<file path="config.mk">
export PLATFORM = sky130hd
export DESIGN_NAME = cpu_datapath_flat
export DESIGN_NICKNAME = d
export VERILOG_FILES = /design/src/hdl/cpu_isa_pkg.sv /design/src/hdl/cpu_ctrl_pkg.sv /design/src/hdl/cpu_ctrl_if.sv /design/src/hdl/cpu_alu.sv /design/src/hdl/cpu_datapath.sv /design/src/flat_wrapper.sv
export SDC_FILE = /design/constraint.sdc
export NUM_CORES = 1
export LEC_CHECK = 0
export ABC_AREA = 1
export BUFFER_PORTS_ARGS = -buffer_cell sky130_fd_sc_hd__buf_4
export CORE_MARGIN = 2
export CORE_UTILIZATION = 36
export DETAILED_ROUTE_END_ITERATION = 6
export PLACE_DENSITY_LB_ADDON = 0.2
export SKIP_LAST_GASP = 1
export SLEW_MARGIN = 5
export SYNTH_ARGS = -nofsm -noshare
export SYNTH_HDL_FRONTEND = slang
export SYNTH_HIERARCHICAL = 1
export SYNTH_SLANG_ARGS = --single-unit
</file>
<file path="constraint.sdc">
create_clock -name i_clk -period 4.41 [get_ports i_clk]
set_clock_uncertainty 0.2 [all_clocks]
set_input_delay 1.1025 -clock i_clk [delete_from_list [all_inputs] [get_ports i_clk]]
set_output_delay 1.1025 -clock i_clk [all_outputs]
set_load 0.01 [all_outputs]
</file>
<file path="src/hdl/cpu_isa_pkg.sv">
`default_nettype none

package cpu_isa_pkg;

    typedef enum logic [2:0] {
        ALU_ADD = 3'd0,
        ALU_AND = 3'd1,
        ALU_OR  = 3'd2,
        ALU_XOR = 3'd3
    } alu_op_e;

    typedef enum logic [1:0] {
        CARRY_ZERO = 2'b00,
        CARRY_ONE  = 2'b01,
        CARRY_FLAG = 2'b10     // carry in from P
    } carry_sel_e;

    // flag bit positions in P
    localparam int unsigned FLAG_N = 7;
    localparam int unsigned FLAG_V = 6;
    localparam int unsigned FLAG_D = 3;
    localparam int unsigned FLAG_I = 2;
    localparam int unsigned FLAG_Z = 1;
    localparam int unsigned FLAG_C = 0;

    // flags that take the alu result
    typedef struct packed {
        logic n;
        logic z;
        logic c;
        logic v;
    } st_mask_t;

    localparam st_mask_t ST_NZ   = '{n: 1'b1, z: 1'b1, c: 1'b0, v: 1'b0};
    localparam st_mask_t ST_NZC  = '{n: 1'b1, z: 1'b1, c: 1'b1, v: 1'b0};
    localparam st_mask_t ST_NZCV = '{n: 1'b1, z: 1'b1, c: 1'b1, v: 1'b1};

    // set/clear requests from the flag instructions
    typedef struct packed {
        logic d;
        logic v;
        logic i;
        logic c;
    } flag_req_t;

    localparam logic [7:0] NOP_OPCODE = 8'hEA;

endpackage

`default_nettype wire

</file>
<file path="src/hdl/cpu_ctrl_pkg.sv">
`default_nettype none

package cpu_ctrl_pkg;

    import cpu_isa_pkg::*;

    typedef enum logic [1:0] {
        DB_DL = 2'd0,   // memory read data
        DB_AL = 2'd1,   // address low byte
        DB_Z  = 2'd2
    } db_src_e;

    // sb source and result destination
    typedef enum logic [2:0] {
        REG_A = 3'd0,
        REG_X = 3'd1,
        REG_Y = 3'd2,
        REG_D = 3'd3,   // memory write
        REG_Z = 3'd4    // nothing
    } reg_sel_e;

    typedef enum logic [1:0] {
        RES_DB  = 2'd0,
        RES_SB  = 2'd1,
        RES_ADD = 2'd2
    } res_src_e;

    typedef enum logic [3:0] {
        BOOT   = 4'd0,
        T0     = 4'd1,
        T1     = 4'd2,
        T2_ZPG = 4'd3,
        T2_ABS = 4'd4,
        T3_ABS = 4'd5,
        JAM    = 4'd6
    } cpu_state_e;

    typedef struct packed {
        db_src_e    db_src;
        reg_sel_e   sb_src;
        res_src_e   res_src;
        reg_sel_e   res_dst;
        alu_op_e    alu_op;
        logic       inv_ai;
        logic       inv_bi;
        carry_sel_e carry_sel;
        st_mask_t   st_mask;
        flag_req_t  set_mask;
        flag_req_t  clr_mask;
    } ex_ctrl_t;

    // does nothing to registers, memory or flags
    localparam ex_ctrl_t EX_NOP = '{
        db_src:    DB_DL,
        sb_src:    REG_Z,
        res_src:   RES_ADD,
        res_dst:   REG_Z,
        alu_op:    ALU_ADD,
        inv_ai:    1'b0,
        inv_bi:    1'b0,
        carry_sel: CARRY_ZERO,
        st_mask:   '0,
        set_mask:  '0,
        clr_mask:  '0
    };

endpackage

`default_nettype wire

</file>
<file path="src/hdl/cpu_ctrl_if.sv">
`timescale 1ns/100ps
`default_nettype none

interface cpu_ctrl_if
    import cpu_isa_pkg::*, cpu_ctrl_pkg::*;
();

    db_src_e    db_src;
    reg_sel_e   sb_src;
    alu_op_e    alu_op;
    logic       inv_ai;
    logic       inv_bi;
    carry_sel_e carry_sel;
    st_mask_t   st_mask;
    flag_req_t  set_mask;
    flag_req_t  clr_mask;
    res_src_e   res_src;
    reg_sel_e   res_dst;

    modport seq (
        output db_src, sb_src, alu_op, inv_ai, inv_bi, carry_sel,
        output st_mask, set_mask, clr_mask, res_src, res_dst
    );

    modport dp (
        input db_src, sb_src, alu_op, inv_ai, inv_bi, carry_sel,
        input st_mask, set_mask, clr_mask, res_src, res_dst
    );

endinterface

`default_nettype wire

</file>
<file path="src/hdl/cpu_alu.sv">
`timescale 1ns/100ps
`default_nettype none

module cpu_alu
    import cpu_isa_pkg::*;
(
    input  wire logic [7:0] i_sb,
    input  wire logic [7:0] i_db,
    input  wire alu_op_e    i_op,
    input  wire logic       i_inv_ai,
    input  wire logic       i_inv_bi,
    input  wire logic       i_carry_in,
    output logic [7:0]      o_result,
    output logic            o_n,
    output logic            o_z,
    output logic            o_c,
    output logic            o_v
);

    logic [7:0] ai;
    logic [7:0] bi;
    logic       cout;

    always_comb begin
        ai   = i_inv_ai ? ~i_sb : i_sb;
        bi   = i_inv_bi ? ~i_db : i_db;   // subtract is add of ~db with carry set
        cout = 1'b0;
        case (i_op)
            ALU_ADD: {cout, o_result} = {1'b0, ai} + {1'b0, bi} + {8'd0, i_carry_in};
            ALU_AND: o_result = ai & bi;
            ALU_OR:  o_result = ai | bi;
            ALU_XOR: o_result = ai ^ bi;
            default: o_result = 8'h00;
        endcase
    end

    assign o_n = o_result[7];
    assign o_z = (o_result == 8'h00);
    assign o_c = cout;
    // carry into bit 7 xor carry out of bit 7
    assign o_v = ai[7] ^ bi[7] ^ o_result[7] ^ cout;

endmodule

`default_nettype wire

</file>
<file path="src/hdl/cpu_datapath.sv">
`timescale 1ns/100ps
`default_nettype none

module cpu_datapath
    import cpu_isa_pkg::*, cpu_ctrl_pkg::*;
(
    input  wire logic       i_clk,
    input  wire logic       i_rst,
    input  wire logic [7:0] i_data,
    cpu_ctrl_if.dp          ctrl,
    input  wire logic [7:0] i_addr_lo,
    output logic [7:0]      o_db,
    output logic [7:0]      o_res,
    output logic [7:0]      o_wdata,
    output logic            o_we,
    output logic [7:0]      o_status
);

    logic [7:0] a;
    logic [7:0] x;
    logic [7:0] y;
    logic [7:0] p;
    logic [7:0] sb;
    logic [7:0] alu_out;
    logic [7:0] add;                        // result latch
    logic       alu_n, alu_z, alu_c, alu_v;
    logic       add_n, add_z, add_c, add_v; // flags held with the result
    logic       carry_in;

    always_comb begin
        case (ctrl.db_src)
            DB_DL:   o_db = i_data;
            DB_AL:   o_db = i_addr_lo;
            default: o_db = 8'h00;
        endcase
        case (ctrl.sb_src)
            REG_A:   sb = a;
            REG_X:   sb = x;
            REG_Y:   sb = y;
            default: sb = 8'h00;
        endcase
        case (ctrl.res_src)
            RES_DB:  o_res = o_db;
            RES_SB:  o_res = sb;
            RES_ADD: o_res = add;
            default: o_res = 8'h00;
        endcase
        case (ctrl.carry_sel)
            CARRY_ONE:  carry_in = 1'b1;
            CARRY_FLAG: carry_in = p[FLAG_C];
            default:    carry_in = 1'b0;
        endcase
    end

    cpu_alu u_alu (
        .i_sb       (sb),
        .i_db       (o_db),
        .i_op       (ctrl.alu_op),
        .i_inv_ai   (ctrl.inv_ai),
        .i_inv_bi   (ctrl.inv_bi),
        .i_carry_in (carry_in),
        .o_result   (alu_out),
        .o_n        (alu_n),
        .o_z        (alu_z),
        .o_c        (alu_c),
        .o_v        (alu_v)
    );

    // computed in one cycle, saved in the next
    always_ff @(posedge i_clk) begin
        add <= alu_out;
        {add_n, add_z, add_c, add_v} <= {alu_n, alu_z, alu_c, alu_v};
    end

    always_ff @(posedge i_clk) begin
        if (i_rst) begin
            a <= 8'h00;
            x <= 8'h00;
            y <= 8'h00;
            p <= 8'h00;
        end else begin
            case (ctrl.res_dst)
                REG_A:   a <= o_res;
                REG_X:   x <= o_res;
                REG_Y:   y <= o_res;
                default: ;
            endcase
            // clear wins over set, set wins over alu flag
            p[FLAG_N] <= ctrl.st_mask.n ? add_n : p[FLAG_N];
            p[FLAG_V] <= ctrl.clr_mask.v ? 1'b0 :
                         ctrl.set_mask.v ? 1'b1 :
                         ctrl.st_mask.v  ? add_v : p[FLAG_V];
            p[FLAG_D] <= ctrl.clr_mask.d ? 1'b0 : ctrl.set_mask.d ? 1'b1 : p[FLAG_D];
            p[FLAG_I] <= ctrl.clr_mask.i ? 1'b0 : ctrl.set_mask.i ? 1'b1 : p[FLAG_I];
            p[FLAG_Z] <= ctrl.st_mask.z ? add_z : p[FLAG_Z];
            p[FLAG_C] <= ctrl.clr_mask.c ? 1'b0 :
                         ctrl.set_mask.c ? 1'b1 :
                         ctrl.st_mask.c  ? add_c : p[FLAG_C];
        end
    end

    assign o_we     = (ctrl.res_dst == REG_D);
    assign o_wdata  = o_res;
    assign o_status = p;

endmodule

`default_nettype wire

</file>
<file path="src/flat_wrapper.sv">
// flat-port wrapper written by rule: the top's interface ports become plain ports
module cpu_datapath_flat import cpu_isa_pkg::*, cpu_ctrl_pkg::*;
  (i_clk, i_rst, i_data, i_addr_lo, o_db, o_res, o_wdata, o_we, o_status, ctrl_db_src, ctrl_sb_src, ctrl_alu_op, ctrl_inv_ai, ctrl_inv_bi, ctrl_carry_sel, ctrl_st_mask, ctrl_set_mask, ctrl_clr_mask, ctrl_res_src, ctrl_res_dst);
  cpu_ctrl_if ctrl_i ();
  input  wire logic i_clk;
  input  wire logic i_rst;
  input  wire logic [7:0] i_data;
  input  wire logic [7:0] i_addr_lo;
  output logic [7:0] o_db;
  output logic [7:0] o_res;
  output logic [7:0] o_wdata;
  output logic o_we;
  output logic [7:0] o_status;
  input wire logic [$bits(ctrl_i.db_src)-1:0] ctrl_db_src;
  input wire logic [$bits(ctrl_i.sb_src)-1:0] ctrl_sb_src;
  input wire logic [$bits(ctrl_i.alu_op)-1:0] ctrl_alu_op;
  input wire logic [$bits(ctrl_i.inv_ai)-1:0] ctrl_inv_ai;
  input wire logic [$bits(ctrl_i.inv_bi)-1:0] ctrl_inv_bi;
  input wire logic [$bits(ctrl_i.carry_sel)-1:0] ctrl_carry_sel;
  input wire logic [$bits(ctrl_i.st_mask)-1:0] ctrl_st_mask;
  input wire logic [$bits(ctrl_i.set_mask)-1:0] ctrl_set_mask;
  input wire logic [$bits(ctrl_i.clr_mask)-1:0] ctrl_clr_mask;
  input wire logic [$bits(ctrl_i.res_src)-1:0] ctrl_res_src;
  input wire logic [$bits(ctrl_i.res_dst)-1:0] ctrl_res_dst;
  assign ctrl_i.db_src = ctrl_db_src;
  assign ctrl_i.sb_src = ctrl_sb_src;
  assign ctrl_i.alu_op = ctrl_alu_op;
  assign ctrl_i.inv_ai = ctrl_inv_ai;
  assign ctrl_i.inv_bi = ctrl_inv_bi;
  assign ctrl_i.carry_sel = ctrl_carry_sel;
  assign ctrl_i.st_mask = ctrl_st_mask;
  assign ctrl_i.set_mask = ctrl_set_mask;
  assign ctrl_i.clr_mask = ctrl_clr_mask;
  assign ctrl_i.res_src = ctrl_res_src;
  assign ctrl_i.res_dst = ctrl_res_dst;
  cpu_datapath u_core (.i_clk(i_clk), .i_rst(i_rst), .i_data(i_data), .ctrl(ctrl_i), .i_addr_lo(i_addr_lo), .o_db(o_db), .o_res(o_res), .o_wdata(o_wdata), .o_we(o_we), .o_status(o_status));
endmodule
</file>
==> metrics.cfg <==
[grt]
grt_pass1_wl_um=14700
grt_pass1_vias=3046
grt_overflow=0
grt_usage_pct=18.5
grt_max_degree=31
antenna_found_initial=0

[cts]
cts_sinks=42
clk_path_buf_depth=2
cts_buffers=5
h-tree-depth=2
cts_root_buf=clkbuf_8
cts_hold_buf=0
ctsResizeCount=0
cts.clk_slew.worst_paths_ns=0.08
cts_tree=built
cts_setup_buffers=0
clk_latency_ns=0.30

[route]
drtIter0Drc=160
wirelength_um=9120
wl_per_cell_um=13.9
antenna_left=0
drc=0
vias=3263
routed_via_density=4.98
firstDrtPassIters=4

[logic_synthesis]
yosysTopAreaCellShare_pct=25.5
ys_types=36
syn_inst=484
yosysSeqAreaShare_pct=25.5
avgSynthCellArea_um2=6.82
synth-seq-cells=42
netlist_area_um2=3300
yosys_warnings=6
synth_top_cell_by_area=dfxtp_1
synth_top_cells_by_area=dfxtp_1 25%, nand2_1 11%, inv_1 8.6%, nand3_1 7.0%, ha_1 6.8%

[place]
portBuffers=77
routabilityCongestion=0.880
dp_hpwl_um=7220

[timing]
hold_viol_final=0
worst_pin_slew_ns=0.747
maxSlewHeadroom_pct=50.0
slew_violations=0
tns_ns=0
period_share_pct=81.4
max_freq_mhz=279
fin_hold_ws_ns=0.272
grt_setup_unrepaired=no
period_minus_slack_ns=3.59
setup_viol=0

[finish]
area_growth_pct=19.4
nets=613
mostFrequentLayoutCell=nand2_1
mostFrequentLayoutCells=93 x nand2_1, 77 x buf_4, 76 x inv_1
drive_gt1_share_pct=24.9
n_antenna_cell=0

[critical_path]
crit_type=primary input to output pin
reg2reg_depth=14
cp-end-kind=output pin
worstPathArrival_ns=2.29
rr_startpoint=u_core/x[0]
ff2ff_setup_slack_ns=1.75
r2r_end=u_core/add_z
cp_max_fo=8
cp-start-kind=primary input
required_ns=3.11

[floorplanning]
core_area_um2=8810
row_count=34
start_util_pct=37.5
fp.dieH_um=99.8
io_pins=80
fp.dieArea_um2=9950
die_width_um=99.8

[power]
internal_power_uw=684
ir_drop_mv=0.117
clkPwrFrac_pct=25.6
seq_power_share_pct=40.2
pwr-share-comb_pct=34.2
p_leak_uw=0.00211
switchingPower_uw=375
switching_share_pct=35.4
p_per_area_nw_per_um2=269

[hold_path]
hold_path_class=flip-flop to flip-flop
hold-path-endpoint=u_core/o_status[6]
hold_depth=2
holdCritStartpoint=u_core/o_status[6]

[run]
maxCapViolations=0

[status]
run_status=completed

==> power groups by stage <==
stage / sequential, µW / combinational (µW) / clock (µW)
2_1_floorplan: 430 / 253 / 0
3_3_place_gp: 434 / 355 / 0
3_5_place_dp: 434 / 361 / 0
4_1_cts: 426 / 362 / 276
5_1_grt: 428 / 407 / 294
6_report: 426 / 362 / 271
==> sequential cells by signal (all words and copies together) (netlist names) <==
name,count
u_core/a,8
u_core/add,8
u_core/x,8
u_core/y,8
u_core/o_status,6
u_core/add_c,1
u_core/add_n,1
u_core/add_v,1
u_core/add_z,1
==> kinds of logic (layout without fill, tap and decap cells) <==
kind of cell | Yosys count | count (layout) | share of synthesized area (%)
adders and majority gates | 20 | 20 | 8.03
and+or+nand+nor | 265 | 265 | 41.0
buffers and inverters | 108 | 170 | 14.9
other | 1 | 2 | 0.114
muxes | 2 | 2 | 0.606
DFF | 42 | 42 | 25.5
AOI/OAI and AO/OA | 30 | 30 | 5.68
xor gates and xnor gates | 16 | 16 | 4.24
==> layout make-up <==
class,count,area (µm²)
Timing Repair Buffer,77,578
Clock inverter,2,12.5
Sequential cell,42,841
Inverter,85,322
Tap cell,108,135
Clock buffer,6,82.6
Multi-Input combinational cell,335,1970
Fill cell,895,4860
==> cell usage after synthesis (all sizes together) <==
cell and instances:
nand2 102, inv 84, nor2 60, nand3 58
dfxtp 42, nand4 35, buf 23, ha 18
a21oi 16, xnor2 16, nor3 7, o22ai 6
a211oi 3, o21ai 3, fa 2, mux2i 2
or2 2, a22o 1, clkinv 1, conb 1
nand3b 1, o2111ai 1
==> layer usage <==
| metal | track usage (%) | part of all wire (%) | vias up |
|---|---|---|---|
| met5 | 0 | 0 | - |
| met4 | 4.74 | 1.2 | 0 |
| met3 | 3.90 | 6.0 | 10 |
| met2 | 30.0 | 46 | 112 |
| met1 | 25.2 | 47 | 1474 |
| li1 | - | - | 1667 |
==> how the worst max path moves through the flow <==
stage / from / end / slack (ns) / cells past startpoint
finish: ctrl_db_src[1] / o_res[4] / 0.82 / 7
global route: ctrl_db_src[1] / u_core/add_z / 0.69 / 16
floorplan: ctrl_sb_src[0] / u_core/add_z / 0.89 / 17
global placement: ctrl_sb_src[0] / u_core/add_z / 0.72 / 16
CTS: ctrl_db_src[1] / o_res[4] / 0.87 / 7
detailed placement: ctrl_sb_src[0] / u_core/add_z / 0.65 / 16
==> worst max-delay path: stages <==
cell	delay [ns]
buf_4	0.13
inv_1	0.27
nand3_1	0.12
nand2_1	0.19
nand2_1	0.15
nand3_1	0.19
buf_4	0.14
==> stage by stage <==
| stage | util, % | total power (µW) | instances | setup WS [ns] | cell area, µm² |
|---|---|---|---|---|---|
| floorplan | - | 682 | 485 | 0.888 | 3310 |
| global placement | 43.7 | 790 | 647 | 0.718 | 3850 |
| detailed placement | 43.7 | 795 | 647 | 0.652 | 3850 |
| CTS | 44.8 | 1060 | 655 | 0.872 | 3940 |
| global route | 44.8 | 1130 | 655 | 0.691 | 3940 |
| finish | 44.8 | 1060 | 655 | 0.821 | 3940 |
Note: power is estimated with default switching activity, not from simulation.
