<file path="src/hdl/cpu_isa_pkg.sv">
`default_nettype none

package cpu_isa_pkg;

    typedef enum logic [2:0] {
        ALU_ADD = 3'd0,
        ALU_AND = 3'd1,
        ALU_OR  = 3'd2,
        ALU_XOR = 3'd3
    } alu_op_e;

    typedef enum logic [1:0] {
        CARRY_ZERO = 2'b00,
        CARRY_ONE  = 2'b01,
        CARRY_FLAG = 2'b10     // carry in from P
    } carry_sel_e;

    // flag bit positions in P
    localparam int unsigned FLAG_N = 7;
    localparam int unsigned FLAG_V = 6;
    localparam int unsigned FLAG_D = 3;
    localparam int unsigned FLAG_I = 2;
    localparam int unsigned FLAG_Z = 1;
    localparam int unsigned FLAG_C = 0;

    // flags that take the alu result
    typedef struct packed {
        logic n;
        logic z;
        logic c;
        logic v;
    } st_mask_t;

    localparam st_mask_t ST_NZ   = '{n: 1'b1, z: 1'b1, c: 1'b0, v: 1'b0};
    localparam st_mask_t ST_NZC  = '{n: 1'b1, z: 1'b1, c: 1'b1, v: 1'b0};
    localparam st_mask_t ST_NZCV = '{n: 1'b1, z: 1'b1, c: 1'b1, v: 1'b1};

    // set/clear requests from the flag instructions
    typedef struct packed {
        logic d;
        logic v;
        logic i;
        logic c;
    } flag_req_t;

    localparam logic [7:0] NOP_OPCODE = 8'hEA;

endpackage

`default_nettype wire

</file>
<file path="src/hdl/cpu_ctrl_pkg.sv">
`default_nettype none

package cpu_ctrl_pkg;

    import cpu_isa_pkg::*;

    typedef enum logic [1:0] {
        DB_DL = 2'd0,   // memory read data
        DB_AL = 2'd1,   // address low byte
        DB_Z  = 2'd2
    } db_src_e;

    // sb source and result destination
    typedef enum logic [2:0] {
        REG_A = 3'd0,
        REG_X = 3'd1,
        REG_Y = 3'd2,
        REG_D = 3'd3,   // memory write
        REG_Z = 3'd4    // nothing
    } reg_sel_e;

    typedef enum logic [1:0] {
        RES_DB  = 2'd0,
        RES_SB  = 2'd1,
        RES_ADD = 2'd2
    } res_src_e;

    typedef enum logic [3:0] {
        BOOT   = 4'd0,
        T0     = 4'd1,
        T1     = 4'd2,
        T2_ZPG = 4'd3,
        T2_ABS = 4'd4,
        T3_ABS = 4'd5,
        JAM    = 4'd6
    } cpu_state_e;

    typedef struct packed {
        db_src_e    db_src;
        reg_sel_e   sb_src;
        res_src_e   res_src;
        reg_sel_e   res_dst;
        alu_op_e    alu_op;
        logic       inv_ai;
        logic       inv_bi;
        carry_sel_e carry_sel;
        st_mask_t   st_mask;
        flag_req_t  set_mask;
        flag_req_t  clr_mask;
    } ex_ctrl_t;

    // does nothing to registers, memory or flags
    localparam ex_ctrl_t EX_NOP = '{
        db_src:    DB_DL,
        sb_src:    REG_Z,
        res_src:   RES_ADD,
        res_dst:   REG_Z,
        alu_op:    ALU_ADD,
        inv_ai:    1'b0,
        inv_bi:    1'b0,
        carry_sel: CARRY_ZERO,
        st_mask:   '0,
        set_mask:  '0,
        clr_mask:  '0
    };

endpackage

`default_nettype wire

</file>
<file path="src/hdl/cpu_ctrl_if.sv">
`timescale 1ns/100ps
`default_nettype none

interface cpu_ctrl_if
    import cpu_isa_pkg::*, cpu_ctrl_pkg::*;
();

    db_src_e    db_src;
    reg_sel_e   sb_src;
    alu_op_e    alu_op;
    logic       inv_ai;
    logic       inv_bi;
    carry_sel_e carry_sel;
    st_mask_t   st_mask;
    flag_req_t  set_mask;
    flag_req_t  clr_mask;
    res_src_e   res_src;
    reg_sel_e   res_dst;

    modport seq (
        output db_src, sb_src, alu_op, inv_ai, inv_bi, carry_sel,
        output st_mask, set_mask, clr_mask, res_src, res_dst
    );

    modport dp (
        input db_src, sb_src, alu_op, inv_ai, inv_bi, carry_sel,
        input st_mask, set_mask, clr_mask, res_src, res_dst
    );

endinterface

`default_nettype wire

</file>
<file path="src/hdl/cpu_sequencer.sv">
`timescale 1ns/100ps
`default_nettype none

module cpu_sequencer
    import cpu_isa_pkg::*, cpu_ctrl_pkg::*;
#(
    parameter logic [15:0] BOOT_ADDR = 16'h0200
) (
    input  wire logic       i_clk,
    input  wire logic       i_rst,
    input  wire ex_ctrl_t   i_ex,
    input  wire cpu_state_e i_init_state,
    input  wire logic       i_single_byte,
    input  wire logic [7:0] i_res,
    input  wire logic [7:0] i_db,
    output logic [15:0]     o_addr,
    output logic            o_fetch,
    output logic            o_sync,
    cpu_ctrl_if.seq         ctrl
);

    cpu_state_e  state;
    logic [15:0] pc;
    logic [7:0]  adl;      // absolute low byte
    logic        inc_pc;
    logic        store;
    logic        compute;
    logic        save;

    assign store   = (i_ex.res_dst == REG_D);
    assign o_fetch = (state == T1);
    assign o_sync  = (state == T0);

    always_ff @(posedge i_clk) begin
        if (i_rst) begin
            state <= BOOT;
        end else begin
            case (state)
                BOOT:    state <= T0;
                T0:      state <= T1;
                T1:      state <= i_init_state;
                T2_ABS:  state <= T3_ABS;
                T2_ZPG,
                T3_ABS:  state <= T0;
                default: state <= JAM;  // stuck until reset
            endcase
        end
    end

    always_ff @(posedge i_clk) begin
        if (i_rst) begin
            pc <= BOOT_ADDR;
        end else if (inc_pc) begin
            pc <= pc + 16'd1;
        end
    end

    always_ff @(posedge i_clk) begin
        if (state == T2_ABS) adl <= i_res;  // low operand passed through db
    end

    always_comb begin
        o_addr  = pc;
        inc_pc  = 1'b0;
        compute = 1'b0;
        save    = 1'b0;
        case (state)
            T0: begin
                inc_pc  = 1'b1;
                compute = !store;       // stores already done
            end
            T1: begin
                inc_pc = !i_single_byte;
                save   = !store;
            end
            T2_ZPG: begin
                o_addr = {8'h00, i_db};
                save   = store;
            end
            T2_ABS: inc_pc = 1'b1;     // fetch high byte
            T3_ABS: begin
                o_addr = {i_db, adl};
                save   = store;
            end
            default: ;
        endcase
    end

    // outside compute/save: db passes straight to res, nothing written
    always_comb begin
        ctrl.db_src    = DB_DL;
        ctrl.sb_src    = REG_Z;
        ctrl.alu_op    = ALU_ADD;
        ctrl.inv_ai    = 1'b0;
        ctrl.inv_bi    = 1'b0;
        ctrl.carry_sel = CARRY_ZERO;
        ctrl.st_mask   = '0;
        ctrl.set_mask  = '0;
        ctrl.clr_mask  = '0;
        ctrl.res_src   = RES_DB;
        ctrl.res_dst   = REG_Z;
        if (compute || save) begin
            ctrl.db_src = i_ex.db_src;
            ctrl.sb_src = i_ex.sb_src;
        end
        if (compute) begin
            ctrl.alu_op    = i_ex.alu_op;
            ctrl.inv_ai    = i_ex.inv_ai;
            ctrl.inv_bi    = i_ex.inv_bi;
            ctrl.carry_sel = i_ex.carry_sel;
        end
        if (save) begin
            ctrl.st_mask  = i_ex.st_mask;
            ctrl.set_mask = i_ex.set_mask;
            ctrl.clr_mask = i_ex.clr_mask;
            ctrl.res_src  = i_ex.res_src;
            ctrl.res_dst  = i_ex.res_dst;
        end
    end

endmodule

`default_nettype wire

</file>
<file path="src/flat_wrapper.sv">
// flat-port wrapper written by rule: the top's interface ports become plain ports
module cpu_sequencer_flat import cpu_isa_pkg::*, cpu_ctrl_pkg::*;
#(
    parameter logic [15:0] BOOT_ADDR = 16'h0200
)
  (i_clk, i_rst, i_ex, i_init_state, i_single_byte, i_res, i_db, o_addr, o_fetch, o_sync, ctrl_db_src, ctrl_sb_src, ctrl_alu_op, ctrl_inv_ai, ctrl_inv_bi, ctrl_carry_sel, ctrl_st_mask, ctrl_set_mask, ctrl_clr_mask, ctrl_res_src, ctrl_res_dst);
  cpu_ctrl_if ctrl_i ();
  input  wire logic i_clk;
  input  wire logic i_rst;
  input  wire ex_ctrl_t i_ex;
  input  wire cpu_state_e i_init_state;
  input  wire logic i_single_byte;
  input  wire logic [7:0] i_res;
  input  wire logic [7:0] i_db;
  output logic [15:0] o_addr;
  output logic o_fetch;
  output logic o_sync;
  output wire logic [$bits(ctrl_i.db_src)-1:0] ctrl_db_src;
  output wire logic [$bits(ctrl_i.sb_src)-1:0] ctrl_sb_src;
  output wire logic [$bits(ctrl_i.alu_op)-1:0] ctrl_alu_op;
  output wire logic [$bits(ctrl_i.inv_ai)-1:0] ctrl_inv_ai;
  output wire logic [$bits(ctrl_i.inv_bi)-1:0] ctrl_inv_bi;
  output wire logic [$bits(ctrl_i.carry_sel)-1:0] ctrl_carry_sel;
  output wire logic [$bits(ctrl_i.st_mask)-1:0] ctrl_st_mask;
  output wire logic [$bits(ctrl_i.set_mask)-1:0] ctrl_set_mask;
  output wire logic [$bits(ctrl_i.clr_mask)-1:0] ctrl_clr_mask;
  output wire logic [$bits(ctrl_i.res_src)-1:0] ctrl_res_src;
  output wire logic [$bits(ctrl_i.res_dst)-1:0] ctrl_res_dst;
  assign ctrl_db_src = ctrl_i.db_src;
  assign ctrl_sb_src = ctrl_i.sb_src;
  assign ctrl_alu_op = ctrl_i.alu_op;
  assign ctrl_inv_ai = ctrl_i.inv_ai;
  assign ctrl_inv_bi = ctrl_i.inv_bi;
  assign ctrl_carry_sel = ctrl_i.carry_sel;
  assign ctrl_st_mask = ctrl_i.st_mask;
  assign ctrl_set_mask = ctrl_i.set_mask;
  assign ctrl_clr_mask = ctrl_i.clr_mask;
  assign ctrl_res_src = ctrl_i.res_src;
  assign ctrl_res_dst = ctrl_i.res_dst;
  cpu_sequencer #(.BOOT_ADDR(BOOT_ADDR)) u_core (.i_clk(i_clk), .i_rst(i_rst), .i_ex(i_ex), .i_init_state(i_init_state), .i_single_byte(i_single_byte), .i_res(i_res), .i_db(i_db), .o_addr(o_addr), .o_fetch(o_fetch), .o_sync(o_sync), .ctrl(ctrl_i));
endmodule
</file>
<file path="config.mk">
export PLATFORM = sky130hd
export DESIGN_NAME = cpu_sequencer_flat
export DESIGN_NICKNAME = d
export VERILOG_FILES = /design/src/hdl/cpu_isa_pkg.sv /design/src/hdl/cpu_ctrl_pkg.sv /design/src/hdl/cpu_ctrl_if.sv /design/src/hdl/cpu_sequencer.sv /design/src/flat_wrapper.sv
export SDC_FILE = /design/constraint.sdc
export NUM_CORES = 1
export LEC_CHECK = 0
export BUFFER_PORTS_ARGS = -buffer_cell sky130_fd_sc_hd__buf_2
export CAP_MARGIN = 30
export CORE_MARGIN = 3
export CORE_UTILIZATION = 30
export DETAILED_ROUTE_END_ITERATION = 6
export HOLD_SLACK_MARGIN = 0.08
export PLACE_DENSITY_LB_ADDON = 0.1
export SLEW_MARGIN = 20
export SYNTH_ARGS = -nofsm -noshare
export SYNTH_HDL_FRONTEND = slang
export SYNTH_SLANG_ARGS = --single-unit
</file>
<file path="constraint.sdc">
create_clock -name i_clk -period 3.1 [get_ports i_clk]
set_input_delay 0.31 -clock i_clk [delete_from_list [all_inputs] [get_ports i_clk]]
set_output_delay 0.31 -clock i_clk [all_outputs]
set_load 0.005 [all_outputs]
</file>
==> flow_summary.rst <==
.. list-table::
   :header-rows: 1

   * - Metric
     - Value
   * - Routed wire length
     - about 5600 um
   * - Worst setup skew after layout
     - 0.000959 ns
   * - Critical path startpoint category
     - register
   * - Cell area after synthesis
     - 1870 um2
   * - Leading cell types by total area after synthesis
     - dfxtp_1 21%, edfxtp_1 13%, o21ai_0 6.4%
   * - Net total in the final layout
     - ~380
   * - Wire length of the first global-routing pass
     - 8690 um
   * - Aggregate global routing overflow
     - 0
   * - Total area of multi-input combinational cells
     - 1070 um2
   * - Hold Fails Final Rpt
     - 0
   * - Initial Util
     - 0.312
   * - Share of the yosys chip area belonging to registers
     - 0.343
   * - Capture point of the worst reg-to-reg path
     - u_core.pc[14]
   * - Post-route total power
     - 0.984 mW
   * - Synth Area in XOR/XNOR
     - 0.0141
   * - Register area
     - 641 um2
   * - CTS Root Cell
     - clkbuf_8
   * - Ratio of cells with drive above 1 in the final layout
     - 0.359
   * - Setup violations, final
     - 0
   * - H-tree lvl count
     - 1
   * - Cell count of the worst hold path
     - 1
   * - Total vias in the final route
     - 1947
   * - Post-synth ARST share
     - 0
   * - Post-synthesis share of cell area spent on and, or, nand and nor gates
     - 0.343
   * - Fraction of post-synthesis cell area in the top cell type by area
     - 0.214
   * - Antenna violations before repair
     - 0
   * - Synth Area per Inst
     - 7.99 um2
   * - Antenna Diode Count
     - 0
   * - Final weighted congestion in routability-driven placement
     - 0.785
   * - HPWL after detailed placement
     - 4380 um
   * - Largest net degree at the start of global routing
     - 25
   * - DRT Pass-1 Iters
     - 5
   * - Instance area after placement
     - 2390 um2
   * - Post-cts sizing count
     - 0
   * - Number of buffers between clock root and the deepest sink
     - 2
   * - Final number of max-transition violations
     - 0
   * - Maximum operating frequency
     - 375 MHz
   * - Core Region
     - between 5000 and 6000 um2
   * - DRC violation count after routing
     - 0
   * - DIE WIDTH
     - 84.9 um
   * - Static power due to leakage
     - 1.09 nW
   * - Overall track demand over capacity in global routing
     - 0.148
   * - Number of warning messages in the yosys log
     - 0
   * - Power share of the sequential group
     - 0.427
   * - Worst hold path class
     - input pin to register
   * - Transition time at the pin with the least slew margin
     - 0.911 ns
   * - Worst reg-to-reg path cell count
     - 4
   * - Internal Power
     - about 0.68 mW
   * - CTS Hold Buffers Added
     - 0
   * - Register bit count reported by yosys
     - 28
   * - Most used DFF post-synth
     - dfxtp_1
   * - Count of distinct cell types in the synthesized netlist
     - 47
   * - Worst slew margin relative to its limit
     - 0.392
   * - Pwr per Cell Area
     - between 400 and 500 nW/um2
   * - Largest fanout on the critical path
     - 17
   * - Combinational Power Share
     - 0.302
   * - Worst hold endpoint
     - u_core.adl[5]
   * - Worst endpoint data arrival time
     - 2.36 ns
   * - Origin of the critical flop-to-flop path
     - u_core.state[2]
   * - Remaining antenna violation count
     - 0
   * - Vert. Die Dim
     - 84.9 um
   * - Min cycle time layout
     - ~2.7 ns
   * - Peak supply drop
     - 158 uV
   * - Number of DRC violations after detailed-routing iteration 0
     - 82
   * - Proportion of synthesized area in mux cells
     - 0.0355
   * - Num ports
     - 99
   * - Fraction of the cycle the final worst path needs
     - 0.860
   * - Via density per instance
     - 4.89
   * - Run status
     - finished, final reports clean
   * - Switching share of power
     - 0.311
   * - Die Footprint
     - between 7000 and 8000 um2
   * - Worst Path Class, Setup
     - register to output pin
   * - Buffers inserted during post-CTS setup optimization
     - 0
   * - Clock tree from TritonCTS
     - done
   * - Total negative setup slack
     - 0 ns
   * - Combinational family with the most area after synthesis
     - simple AND/OR/NAND/NOR gates
   * - Insertion delay of the later-clocked pin in the worst-skew pair
     - 0.28 ns
   * - Total CTS buffers
     - 3
   * - Top cell type by total area after synthesis
     - dfxtp_1
   * - Post-synth EDFFs
     - 8
   * - Synthesized-area fraction occupied by ao, oa, aoi and oai cells
     - 0.172
   * - Setup repair after global routing missed its margin
     - no
   * - Worst slack after detailed placement
     - 0.750 ns
   * - Worst min-delay path startpoint
     - i_res[5]
   * - Number of fill cells in the layout
     - 643
   * - Average detailed-routed wire length per instance
     - about 14 um
   * - # port buffers
     - a little under 100
   * - Setup crit end kind
     - output pin
   * - Number of instances in the synthesized netlist
     - approximately 230
   * - Syn nets
     - 287
   * - Post-synthesis adder-cell area fraction
     - 0.00669
   * - Worst R2R Setup Slack
     - 1.14 ns
   * - Max Cap Violations
     - 0
   * - Clock-pin slew of the registers on the worst-case setup and hold paths
     - 0.10 ns
   * - Sw Pwr
     - 0.307 mW
   * - Number of sinks on the clock net
     - 28
   * - Cell area after layout
     - 2460 um2
   * - Num rows
     - 28
   * - Vias in the first global route
     - 1722
   * - Clock group share of total power
     - 0.271
   * - Area Growth Syn to Fin
     - 31.5%
   * - Worst Path Required
     - around 2.8 ns
   * - Min setup slack post-route
     - 0.433 ns
## cell usage after synthesis, types with 3 or more instances
cell,count
or3_1,9
o21ai_0,24
nand3_1,6
and4_1,3
edfxtp_1,8
nand2b_1,3
mux2_2,3
a22oi_1,8
or4_1,5
a21oi_1,12
nor2_1,16
inv_1,15
dfxtp_1,20
nor2b_1,14
clkbuf_1,7
and2b_1,5
nor4_1,4
o31ai_1,4
and2_1,7
buf_6,3
buf_2,6
nand2_1,20
## logic make-up after synthesis
kind of cell,Yosys count
DFF,28
adders and majority gates,1
muxes,5
AOI/OAI and AO/OA,54
buffers and inverters,33
xor gates and xnor gates,3
and+or+nand+nor,110
## how the worst max path moves through the flow
stage | startpoint | end | slack, ns
after global routing | u_core.state[3] | ctrl_res_src[1] | 0.25
after global placement | u_core.state[1] | ctrl_clr_mask[3] | 0.82
after floorplan | u_core.state[0] | ctrl_res_dst[2] | 1.20
after detailed placement | u_core.state[1] | ctrl_res_src[1] | 0.75
final | u_core.state[1] | ctrl_res_src[1] | 0.43
after CTS | u_core.state[1] | ctrl_res_src[1] | 0.42
## per-layer routing
layer / vias to the layer above / global-route usage / share of wire
li1: 1003 / - / -
met3: 2 / 0.0340 / 0.093
met4: 0 / 0.0259 / 0.0059
met1: 857 / 0.209 / 0.45
met2: 85 / 0.236 / 0.45
met5: - / 0 / 0
## power groups by stage
stage          Sequential (mW)  Clock [mW]  Combinational [mW]
6_report                 0.421       0.267               0.297
5_1_grt                  0.425       0.290               0.333
4_1_cts                  0.420       0.276               0.302
3_5_place_dp             0.428           0               0.301
3_3_place_gp             0.427           0               0.299
2_1_floorplan            0.411           0               0.192
## cells in the final DEF (no fill, tap or decap), drive strengths merged, types with 4 or more instances in the layout
cell / synthesis / final
buf: 11 / 103
o21ai: 24 / 24
nand2: 20 / 20
dfxtp: 20 / 20
nor2: 17 / 17
inv: 15 / 15
nor2b: 14 / 14
a21oi: 12 / 12
or3: 9 / 9
a22oi: 8 / 8
edfxtp: 8 / 8
and2: 7 / 7
nand3: 6 / 6
and2b: 5 / 5
or4: 5 / 5
nor4: 5 / 5
o31ai: 4 / 4
clkbuf: 7 / 4
## critical path: stages (launching register included)
cell and delay [ns]:
dfxtp_1 0.52, and4bb_1 0.23, buf_4 0.19, or2_1 0.35, mux2i_4 0.42, and2b_1 0.24, buf_2 0.12
## metrics by stage
stage               hold WS [ns]  std cells  utilization
floorplan                  0.409        234            -
global placement           0.487        394        0.399
detailed placement         0.488        394        0.399
CTS                        0.193        398        0.410
global route               0.189        398        0.410
finish                     0.199        398        0.410
## cell type report
| type | count | area share |
|---|---|---|
| Sequential cell | 28 | 0.261 |
| Tap cell | 75 | 0.0382 |
| Timing Repair Buffer | 103 | 0.215 |
| Clock buffer | 4 | 0.0270 |
| Inverter | 15 | 0.0229 |
| Multi-Input combinational cell | 173 | 0.437 |
## state kept, by name, summed over array words and instances, names as in the netlist
signal / flops
u_core.adl: 8
u_core.pc: 16
u_core.state: 4
(Power assumes the default switching activity.)
