--- config.mk ---
export PLATFORM = sky130hd
export DESIGN_NAME = cpu_decoder
export DESIGN_NICKNAME = d
export VERILOG_FILES = /design/src/hdl/cpu_isa_pkg.sv /design/src/hdl/cpu_ctrl_pkg.sv /design/src/hdl/cpu_decoder.sv
export SDC_FILE = /design/constraint.sdc
export NUM_CORES = 1
export LEC_CHECK = 0
export ABC_AREA = 1
export ABC_CLOCK_PERIOD_IN_PS = 4700
export CAP_MARGIN = 20
export CELL_PAD_IN_SITES_DETAIL_PLACEMENT = 1
export CELL_PAD_IN_SITES_GLOBAL_PLACEMENT = 1
export CORE_MARGIN = 2
export CORE_UTILIZATION = 46
export CTS_CLUSTER_DIAMETER = 200
export CTS_CLUSTER_SIZE = 8
export DETAILED_ROUTE_END_ITERATION = 10
export DONT_BUFFER_PORTS = 1
export PLACE_DENSITY_LB_ADDON = 0.1
export SETUP_SLACK_MARGIN = 0.1
export SYNTH_ARGS = -nofsm -noshare
export SYNTH_HDL_FRONTEND = slang
export SYNTH_SLANG_ARGS = --single-unit
export TNS_END_PERCENT = 10
--- constraint.sdc ---
create_clock -name i_clk -period 4.7 [get_ports i_clk]
set_clock_uncertainty 0.15 [all_clocks]
set_input_delay 0.94 -clock i_clk [delete_from_list [all_inputs] [get_ports i_clk]]
set_output_delay 0.94 -clock i_clk [all_outputs]
set_load 0.005 [all_outputs]
--- src/hdl/cpu_isa_pkg.sv ---
`default_nettype none

package cpu_isa_pkg;

    typedef enum logic [2:0] {
        ALU_ADD = 3'd0,
        ALU_AND = 3'd1,
        ALU_OR  = 3'd2,
        ALU_XOR = 3'd3
    } alu_op_e;

    typedef enum logic [1:0] {
        CARRY_ZERO = 2'b00,
        CARRY_ONE  = 2'b01,
        CARRY_FLAG = 2'b10     // carry in from P
    } carry_sel_e;

    // flag bit positions in P
    localparam int unsigned FLAG_N = 7;
    localparam int unsigned FLAG_V = 6;
    localparam int unsigned FLAG_D = 3;
    localparam int unsigned FLAG_I = 2;
    localparam int unsigned FLAG_Z = 1;
    localparam int unsigned FLAG_C = 0;

    // flags that take the alu result
    typedef struct packed {
        logic n;
        logic z;
        logic c;
        logic v;
    } st_mask_t;

    localparam st_mask_t ST_NZ   = '{n: 1'b1, z: 1'b1, c: 1'b0, v: 1'b0};
    localparam st_mask_t ST_NZC  = '{n: 1'b1, z: 1'b1, c: 1'b1, v: 1'b0};
    localparam st_mask_t ST_NZCV = '{n: 1'b1, z: 1'b1, c: 1'b1, v: 1'b1};

    // set/clear requests from the flag instructions
    typedef struct packed {
        logic d;
        logic v;
        logic i;
        logic c;
    } flag_req_t;

    localparam logic [7:0] NOP_OPCODE = 8'hEA;

endpackage

`default_nettype wire

--- src/hdl/cpu_ctrl_pkg.sv ---
`default_nettype none

package cpu_ctrl_pkg;

    import cpu_isa_pkg::*;

    typedef enum logic [1:0] {
        DB_DL = 2'd0,   // memory read data
        DB_AL = 2'd1,   // address low byte
        DB_Z  = 2'd2
    } db_src_e;

    // sb source and result destination
    typedef enum logic [2:0] {
        REG_A = 3'd0,
        REG_X = 3'd1,
        REG_Y = 3'd2,
        REG_D = 3'd3,   // memory write
        REG_Z = 3'd4    // nothing
    } reg_sel_e;

    typedef enum logic [1:0] {
        RES_DB  = 2'd0,
        RES_SB  = 2'd1,
        RES_ADD = 2'd2
    } res_src_e;

    typedef enum logic [3:0] {
        BOOT   = 4'd0,
        T0     = 4'd1,
        T1     = 4'd2,
        T2_ZPG = 4'd3,
        T2_ABS = 4'd4,
        T3_ABS = 4'd5,
        JAM    = 4'd6
    } cpu_state_e;

    typedef struct packed {
        db_src_e    db_src;
        reg_sel_e   sb_src;
        res_src_e   res_src;
        reg_sel_e   res_dst;
        alu_op_e    alu_op;
        logic       inv_ai;
        logic       inv_bi;
        carry_sel_e carry_sel;
        st_mask_t   st_mask;
        flag_req_t  set_mask;
        flag_req_t  clr_mask;
    } ex_ctrl_t;

    // does nothing to registers, memory or flags
    localparam ex_ctrl_t EX_NOP = '{
        db_src:    DB_DL,
        sb_src:    REG_Z,
        res_src:   RES_ADD,
        res_dst:   REG_Z,
        alu_op:    ALU_ADD,
        inv_ai:    1'b0,
        inv_bi:    1'b0,
        carry_sel: CARRY_ZERO,
        st_mask:   '0,
        set_mask:  '0,
        clr_mask:  '0
    };

endpackage

`default_nettype wire

--- src/hdl/cpu_decoder.sv ---
`timescale 1ns/100ps
`default_nettype none

module cpu_decoder
    import cpu_isa_pkg::*, cpu_ctrl_pkg::*;
(
    input  wire logic       i_clk,
    input  wire logic       i_rst,
    input  wire logic [7:0] i_data,
    input  wire logic       i_fetch,
    output ex_ctrl_t        o_ex,
    output cpu_state_e      o_init_state,
    output logic            o_single_byte
);

    logic [7:0] ir;
    logic [7:0] cur_op;
    logic [2:0] op_a;
    logic [2:0] op_b;
    logic [1:0] op_c;
    ex_ctrl_t   ex_next;

    always_ff @(posedge i_clk) begin
        if (i_rst) begin
            ir <= NOP_OPCODE;
        end else if (i_fetch) begin
            ir <= i_data;
        end
    end

    // opcode arrives on the bus in T1, before ir has it
    assign cur_op = i_fetch ? i_data : ir;
    assign {op_a, op_b, op_c} = cur_op;

    // addressing mode
    always_comb begin
        o_init_state  = JAM;
        o_single_byte = 1'b0;
        if (op_c == 2'd1) begin
            case (op_b)
                3'd1:    o_init_state = T2_ZPG;
                3'd2:    o_init_state = (op_a == 3'd4) ? JAM : T0;  // no STA #imm
                3'd3:    o_init_state = T2_ABS;
                default: o_init_state = JAM;
            endcase
        end else if (op_c == 2'd0 && (op_b == 3'd6 || (op_b == 3'd2 && op_a[2]))) begin
            o_init_state  = T0;    // implied
            o_single_byte = 1'b1;
        end
    end

    always_comb begin
        ex_next = EX_NOP;
        if (op_c == 2'd1) begin
            // accumulator group, A op mem -> A
            ex_next.sb_src  = REG_A;
            ex_next.res_dst = REG_A;
            case (op_a)
                3'd0: begin
                    ex_next.alu_op  = ALU_OR;
                    ex_next.st_mask = ST_NZ;
                end
                3'd1: begin
                    ex_next.alu_op  = ALU_AND;
                    ex_next.st_mask = ST_NZ;
                end
                3'd2: begin
                    ex_next.alu_op  = ALU_XOR;
                    ex_next.st_mask = ST_NZ;
                end
                3'd3: begin
                    ex_next.carry_sel = CARRY_FLAG;
                    ex_next.st_mask   = ST_NZCV;
                end
                3'd4: begin                    // STA
                    ex_next.res_src = RES_SB;
                    ex_next.res_dst = REG_D;
                end
                3'd5: begin                    // LDA as 0 + mem
                    ex_next.sb_src  = REG_Z;
                    ex_next.st_mask = ST_NZ;
                end
                3'd6: begin                    // CMP, flags only
                    ex_next.inv_bi    = 1'b1;
                    ex_next.carry_sel = CARRY_ONE;
                    ex_next.st_mask   = ST_NZC;
                    ex_next.res_dst   = REG_Z;
                end
                default: begin                 // SBC
                    ex_next.inv_bi    = 1'b1;
                    ex_next.carry_sel = CARRY_FLAG;
                    ex_next.st_mask   = ST_NZCV;
                end
            endcase
        end else if (op_c == 2'd0 && op_b == 3'd6) begin
            case (op_a)
                3'd0: ex_next.clr_mask.c = 1'b1;
                3'd1: ex_next.set_mask.c = 1'b1;
                3'd2: ex_next.clr_mask.i = 1'b1;
                3'd3: ex_next.set_mask.i = 1'b1;
                3'd4: begin                    // TYA
                    ex_next.sb_src  = REG_Y;
                    ex_next.res_src = RES_SB;
                    ex_next.res_dst = REG_A;
                    ex_next.db_src  = DB_Z;    // alu sees y + 0 for the flags
                    ex_next.st_mask = ST_NZ;
                end
                3'd5: ex_next.clr_mask.v = 1'b1;
                3'd6: ex_next.clr_mask.d = 1'b1;
                default: ex_next.set_mask.d = 1'b1;
            endcase
        end else if (op_c == 2'd0 && op_b == 3'd2 && op_a[2]) begin
            if (op_a == 3'd5) begin            // TAY
                ex_next.sb_src  = REG_A;
                ex_next.res_src = RES_SB;
                ex_next.res_dst = REG_Y;
                ex_next.db_src  = DB_Z;        // alu sees a + 0 for the flags
                ex_next.st_mask = ST_NZ;
            end else begin
                // DEY adds ff, INY and INX add carry
                ex_next.sb_src    = (op_a == 3'd7) ? REG_X : REG_Y;
                ex_next.res_dst   = (op_a == 3'd7) ? REG_X : REG_Y;
                ex_next.db_src    = DB_Z;
                ex_next.inv_bi    = (op_a == 3'd4);
                ex_next.carry_sel = (op_a == 3'd4) ? CARRY_ZERO : CARRY_ONE;
                ex_next.st_mask   = ST_NZ;
            end
        end
    end

    always_ff @(posedge i_clk) begin
        if (i_rst) begin
            o_ex <= EX_NOP;
        end else begin
            o_ex <= ex_next;
        end
    end

endmodule

`default_nettype wire

==> summary.txt, run 1 <==
Hold path
  • Hold Path Origin: ir[1]
  • Worst hold stages: 2
  • Hold Path Class: reg -> reg
  • Hold Path Sink: ir[1]

Logic synthesis
  • Area contributors post-synth: dfxtp_1 43%, nand2_1 15%, inv_1 4.1%
  • EDFF count, synth: 0
  • Yosys cell types: 28
  • Sequential-to-total area share from yosys stat: 42.9%
  • Area leader, netlist: dfxtp_1
  • Synth Cell Area: 1450 sq um
  • Count leader, synth: nand2_1
  • Top cells by count, synth: 59 x nand2_1, 31 x dfxtp_1, 16 x inv_1
  • Mapped Cells: 189
  • Async SR Flop Fraction: 0%
  • Syn Area/Cell: 7.66 sq um
  • Synthesis Warnings: 0
  • Yosys top cell area share: 42.9%
  • Top FF cell, synth: dfxtp_1
  • #FFs+latches synth: 31

Pwr
  • Pwr Density: 370 nW/um^2
  • Internal Power: 0.418 mW
  • Comb pwr share: 12.9%
  • Peak supply drop: 0.148 mV
  • Lkg Pwr: 0.712 nW
  • Sw Ratio: 25.6%
  • Clock power frac: 38.0%
  • Sw power: 0.144 mW
  • Sequential share of power: 49.1%

STA
  • RSZ-0062 raised after global routing: false
  • Hold slack: 396 ps
  • FMAX: 338 MHz
  • Hold Vio Cnt, Final: 0
  • Tmin final: 2960 ps
  • Fin crit share: 62.9%
  • Max Slew Vio Count: 0
  • Fin Setup TNS: 0 ps
  • Final setup viols: 0

Die
  • Num rows: 20
  • Die H: 60.1 um
  • Die width: 60.1 um
  • Core Area: 3030 sq um
  • Die footprint: 3610 sq um
  • IO Count: 45
  • Initial core utilization: 47.8%

Setup path
  • Critical Path AT: 1870 ps
  • R2R Path Start: ir[3]
  • Worst Setup End Kind: primary output
  • Worst setup SP type: input port
  • Reg2reg path depth: 8
  • Critical path class: in -> out
  • CP Data Required Time: 3610 ps
  • RR Endpoint: o_ex[25]
  • R2R Setup Slk: 3230 ps
  • CP Max Fanout: 17

Layout
  • Area Overhead vs Synth: 4.84%
  • Layout cells sized above 1: 22.1%
  • NumNets Final: 200
  • Diode count: 0
  • Finished Core Util: 50.1%
  • Fillers: 399

Routing
  • Number of remaining DRC errors: 0
  • Vias post-DR: 1150
  • Via-per-instance ratio: 4.91
  • Drt pass-1 iters: 4
  • Final WL: 3080 um
  • Wire per inst: 13.2 um
  • Drt initial violations: 30
  • Antenna-violating nets left: 0

Run status
  • Outcome: completed

Clock network
  • Clock transition at path regs: 90 ps
  • Num CTS Buffers: 5
  • Hold Buf Count CTS: 0
  • Clock sink count: 31
  • Post-CTS Setup Inserts: 0
  • Worst-Skew Late Latency: 330 ps
  • CTS root buf: clkbuf_4
  • CTS max path bufs: 2
  • H-Tree Depth: 2
  • TritonCTS clock tree: yes
  • Post-CTS sizing: 0

GRT
  • Total gr overflow: 0
  • GRT Total Usage: 19.8%
  • Initial antenna violation count: 0
  • Largest net degree at the start of global routing: 18
  • Number of global-route vias before repair: 1116
  • First-pass GRT wire length: 5220 um

Job
  • Max Cap Viol: 0

Placed design
  • Routability cong.: 0.814
  • Port bufs: 0
  • Placed wire-length estimate: 2380 um
logic make-up after synthesis:
| group | share of synthesized area (%) |
|---|---|
| buffers and inverters | 11.6 |
| flip-flops | 42.9 |
| AND/OR/NAND/NOR | 38.5 |
| other | 0.259 |
| AO/OA/AOI/OAI | 6.83 |
through the flow:
stage	setup WS (ps)	cell area (sq um)	std cells	total power, mW
floorplan	1770	1460	193	0.349
global placement	1800	1430	226	0.353
detailed placement	1750	1430	226	0.354
CTS	1750	1520	234	0.568
global route	1670	1520	234	0.595
finish	1740	1520	234	0.562
flip-flops by register name, summed over array words and instances, names as in the netlist:
name / cells
o_ex: 23
ir: 8
power groups by stage:
| stage | logic [mW] | clock network, mW | registers, mW |
|---|---|---|---|
| 6_report | 0.0725 | 0.213 | 0.276 |
| 2_1_floorplan | 0.0685 | 0 | 0.281 |
| 5_1_grt | 0.0820 | 0.236 | 0.277 |
| 3_3_place_gp | 0.0709 | 0 | 0.282 |
| 4_1_cts | 0.0729 | 0.219 | 0.276 |
| 3_5_place_dp | 0.0724 | 0 | 0.282 |
how the worst max path moves through the flow:
stage,from,to,cells after the start
floorplan,i_fetch,o_init_state[1],10
global placement,i_fetch,o_init_state[1],9
detailed placement,i_fetch,o_init_state[1],9
CTS,i_fetch,o_init_state[1],9
global route,i_fetch,o_init_state[1],9
finish,i_fetch,o_init_state[1],9
cells in the final DEF (no fill, tap or decap), drive strengths merged:
cell     n
clkbuf   6
conb     5
nand4    1
bufinv   1
o21ai    6
a21boi   1
nand2   69
o22ai    1
dfxtp   31
a21oi    5
o21bai   1
nor3     5
clkinv   1
nand3   12
inv     21
nor2    24
cell type report:
class                           count  area, sq um  share of cell area (%)
Clock inverter                      2         35.0                    2.31
Clock buffer                        6         51.3                    3.38
Multi-Input combinational cell    130          674                    44.4
Tap cell                           44         55.1                    3.63
Sequential cell                    31          621                    40.9
Inverter                           21         81.3                    5.36
metal layers:
metal | track usage (%) | wire (um) | vias to the layer above
met3 | 6.49 | 159 | 6
met4 | 7.62 | 51 | 0
met2 | 30.0 | 1490 | 33
met5 | 0 | 0 | -
li1 | - | - | 570
met1 | 25.9 | 1380 | 541
worst max-delay path, cell delays in order:
cell and delay (ps):
inv_4 40, nand2_1 60, nand2_1 90, nor2_2 200, nand3_2 150, inv_2 150, nor2_2 70, nand2_1 80
nand2_1 80
(Power assumes the default switching activity.)
==> run 2, diff against run 1 <==
ABC_CLOCK_PERIOD_IN_PS = 2600   (was 4700)
CORE_UTILIZATION = 39   (was 46)
clock period = 2.6 ns   (was 4.7 ns; I/O delays follow)
==> summary.txt, run 2 (synthesis gave the netlist of run 1 again) <==
Pwr
  • Lkg Pwr: 0.725 nW (+1.8%)
  • Peak supply drop: 0.245 mV (+66%)
  • Pwr Density: 715 nW/um^2 (+93%)

Layout
  • Commonest non-fill, non-tap cell in the layout: nand2_1
  • Diode count: 0 (unchanged)
  • Area Overhead vs Synth: 7.35%
  • Layout cells sized above 1: 22.1% (unchanged)
  • Most flops, register: o_ex
  • Final Cell Area: 1550 sq um (+2.4%)
  • Fillers: 454 (+14%)
  • Commonest non-fill, non-tap cells in the layout: 59 x nand2_1, 31 x dfxtp_1, 16 x inv_1, 15 x nor2_1, 10 x nand3_1
  • Number of flip-flops under the largest register name: 23 (unchanged)
  • NumNets Final: 200 (unchanged)
  • Biggest regs: o_ex: 23 flops, ir: 8 flops

Routing
  • Routed wl met3: 180 um (+13%)
  • Met2 wire len: 1660 um (+11%)
  • Wire per inst: 13.7 um (+4.0%)
  • Top routing layer used: met4
  • Drt pass-1 iters: 4 (unchanged)
  • Number of remaining DRC errors: 0 (unchanged)
  • Via-per-instance ratio: 4.81 (-2.1%)
  • Drt initial violations: 45 (+50%)
  • Vias post-DR: 1145 (-0.43%)
  • Antenna-violating nets left: 0 (unchanged)
  • Final WL: 3260 um (+5.7%)
  • WL met1: 1370 um (-0.22%)

Run status
  • Outcome: completed

Setup path
  • CP Data Required Time: 1930 ps (-1680 ps)
  • Crit path cell chain: inv_1 > nand2_1 > nand2_1 > nor2_2 > nand3_2 > inv_2 > nor2_2 > nand2_1 > nand2_1
  • CP Max Fanout: 7 (-10)
  • Largest stage delay on the critical path: 340 ps (+140 ps)
  • Worst Setup End Kind: primary output
  • CP max-delay cell: dfxtp_1
  • Critical Path AT: 1550 ps (-320 ps)
  • Crit path buffers/inverters: 2 (unchanged)
  • Critical path class: reg -> out
  • Delay-heaviest family, CP: simple AND/OR/NAND/NOR gates
  • Most used cell, CP: nand2_1
  • Worst setup SP type: register

Placed design
  • Port bufs: 0 (unchanged)
  • Post-placement cell area: 1440 sq um (+0.35%)
  • Routability cong.: 0.776 (-4.6%)
  • Placed wire-length estimate: 2540 um (+6.8%)

Clock network
  • TritonCTS clock tree: yes
  • Worst-Skew Late Latency: 280 ps (-50 ps)
  • H-Tree Depth: 2 (unchanged)
  • Post-CTS Setup Inserts: 0 (unchanged)
  • Hold Buf Count CTS: 0 (unchanged)
  • Clock sink count: 31 (unchanged)
  • CTS root buf: clkbuf_8
  • Clock transition at path regs: 60 ps (-30 ps)
  • Num CTS Buffers: 5 (unchanged)
  • Post-CTS sizing: 0 (unchanged)
  • CTS max path bufs: 2 (unchanged)

Die
  • Core Area: 3610 sq um (+19%)
  • Die H: 64.9 um (+8.0%)
  • Initial core utilization: 40.1% (-7.7 points)
  • Num rows: 22 (+10%)
  • Die width: 64.9 um (+8.0%)
  • Die footprint: 4220 sq um (+17%)
  • IO Count: 45 (unchanged)

STA
  • Max Slew Vio Count: 0 (unchanged)
  • Final setup viols: 0 (unchanged)
  • Fin Setup TNS: 0 ps (unchanged)
  • FMAX: 451 MHz
  • Tmin final: 2220 ps
  • Fin crit share: 85.3%
  • Hold Vio Cnt, Final: 0 (unchanged)
  • RSZ-0062 raised after global routing: false

GRT
  • Total gr overflow: 0 (unchanged)
  • Number of global-route vias before repair: 1154 (+3.4%)
  • Initial antenna violation count: 0 (unchanged)
  • First-pass GRT wire length: 5490 um (+5.2%)
  • Largest net degree at the start of global routing: 18 (unchanged)
  • GRT Total Usage: 17.7% (-2.1 points)

Hold path
  • Hold Path Class: in -> reg

Job
  • Max Cap Viol: 0 (unchanged)
run 2: cell types whose count changed in the layout (fill, tap and decap cells not counted):
cell	before	now
clkbuf_8	1	6
clkbuf_4	5	0
run 2: worst register-to-register path: stages (launching register included):
cell and delay [ps]:
dfxtp_1 340, inv_1 50, nand2_1 50, nand2_1 80, nor2_2 200, nand3_2 160
inv_2 160, nand2_1 70, a21oi_1 140
run 2: through the flow:
stage,std cells,hold slack (ps),util [%],setup WS [ps],total power [mW]
6_report,238,157,43.1,381,1.11
5_1_grt,238,135,43.1,236,1.18
4_1_cts,238,147,43.1,376,1.13
3_5_place_dp,230,362,39.8,499,0.642
3_3_place_gp,230,363,39.8,505,0.640
2_1_floorplan,193,314,-,514,0.632
run 2: routing by layer:
metal,vias to the layer above,global-route usage (%)
met5,-,0
met4,0,7.98
met3,5,5.56
met2,29,30.8
met1,543,19.5
li1,568,-
run 2: report_power, final:
group / total (mW) / switching (mW) / internal (mW)
Sequential: 0.499 / 0.00808 / 0.491
Combinational: 0.132 / 0.0946 / 0.0376
Clock: 0.480 / 0.170 / 0.310
Total: 1.11 / 0.273 / 0.838
run 2: area by class of cell:
| type | count | area [sq um] | area share [%] |
|---|---|---|---|
| clock buffer | 6 | 82.6 | 5.31 |
| clock inverter | 2 | 35.0 | 2.25 |
| inverter | 21 | 81.3 | 5.23 |
| multi-input combinational | 130 | 674 | 43.4 |
| sequential | 31 | 621 | 39.9 |
| tap | 48 | 60.1 | 3.86 |
run 2: worst paths after layout:
| check | startpoint | end | slack (ps) | depth (start not counted) |
|---|---|---|---|---|
| min reg2reg | ir[1] | ir[1] | 370 | 2 |
| max reg2reg | ir[3] | o_ex[20] | 1110 | 8 |
| min | i_rst | ir[2] | 160 | 1 |
| max | ir[3] | o_init_state[2] | 380 | 9 |
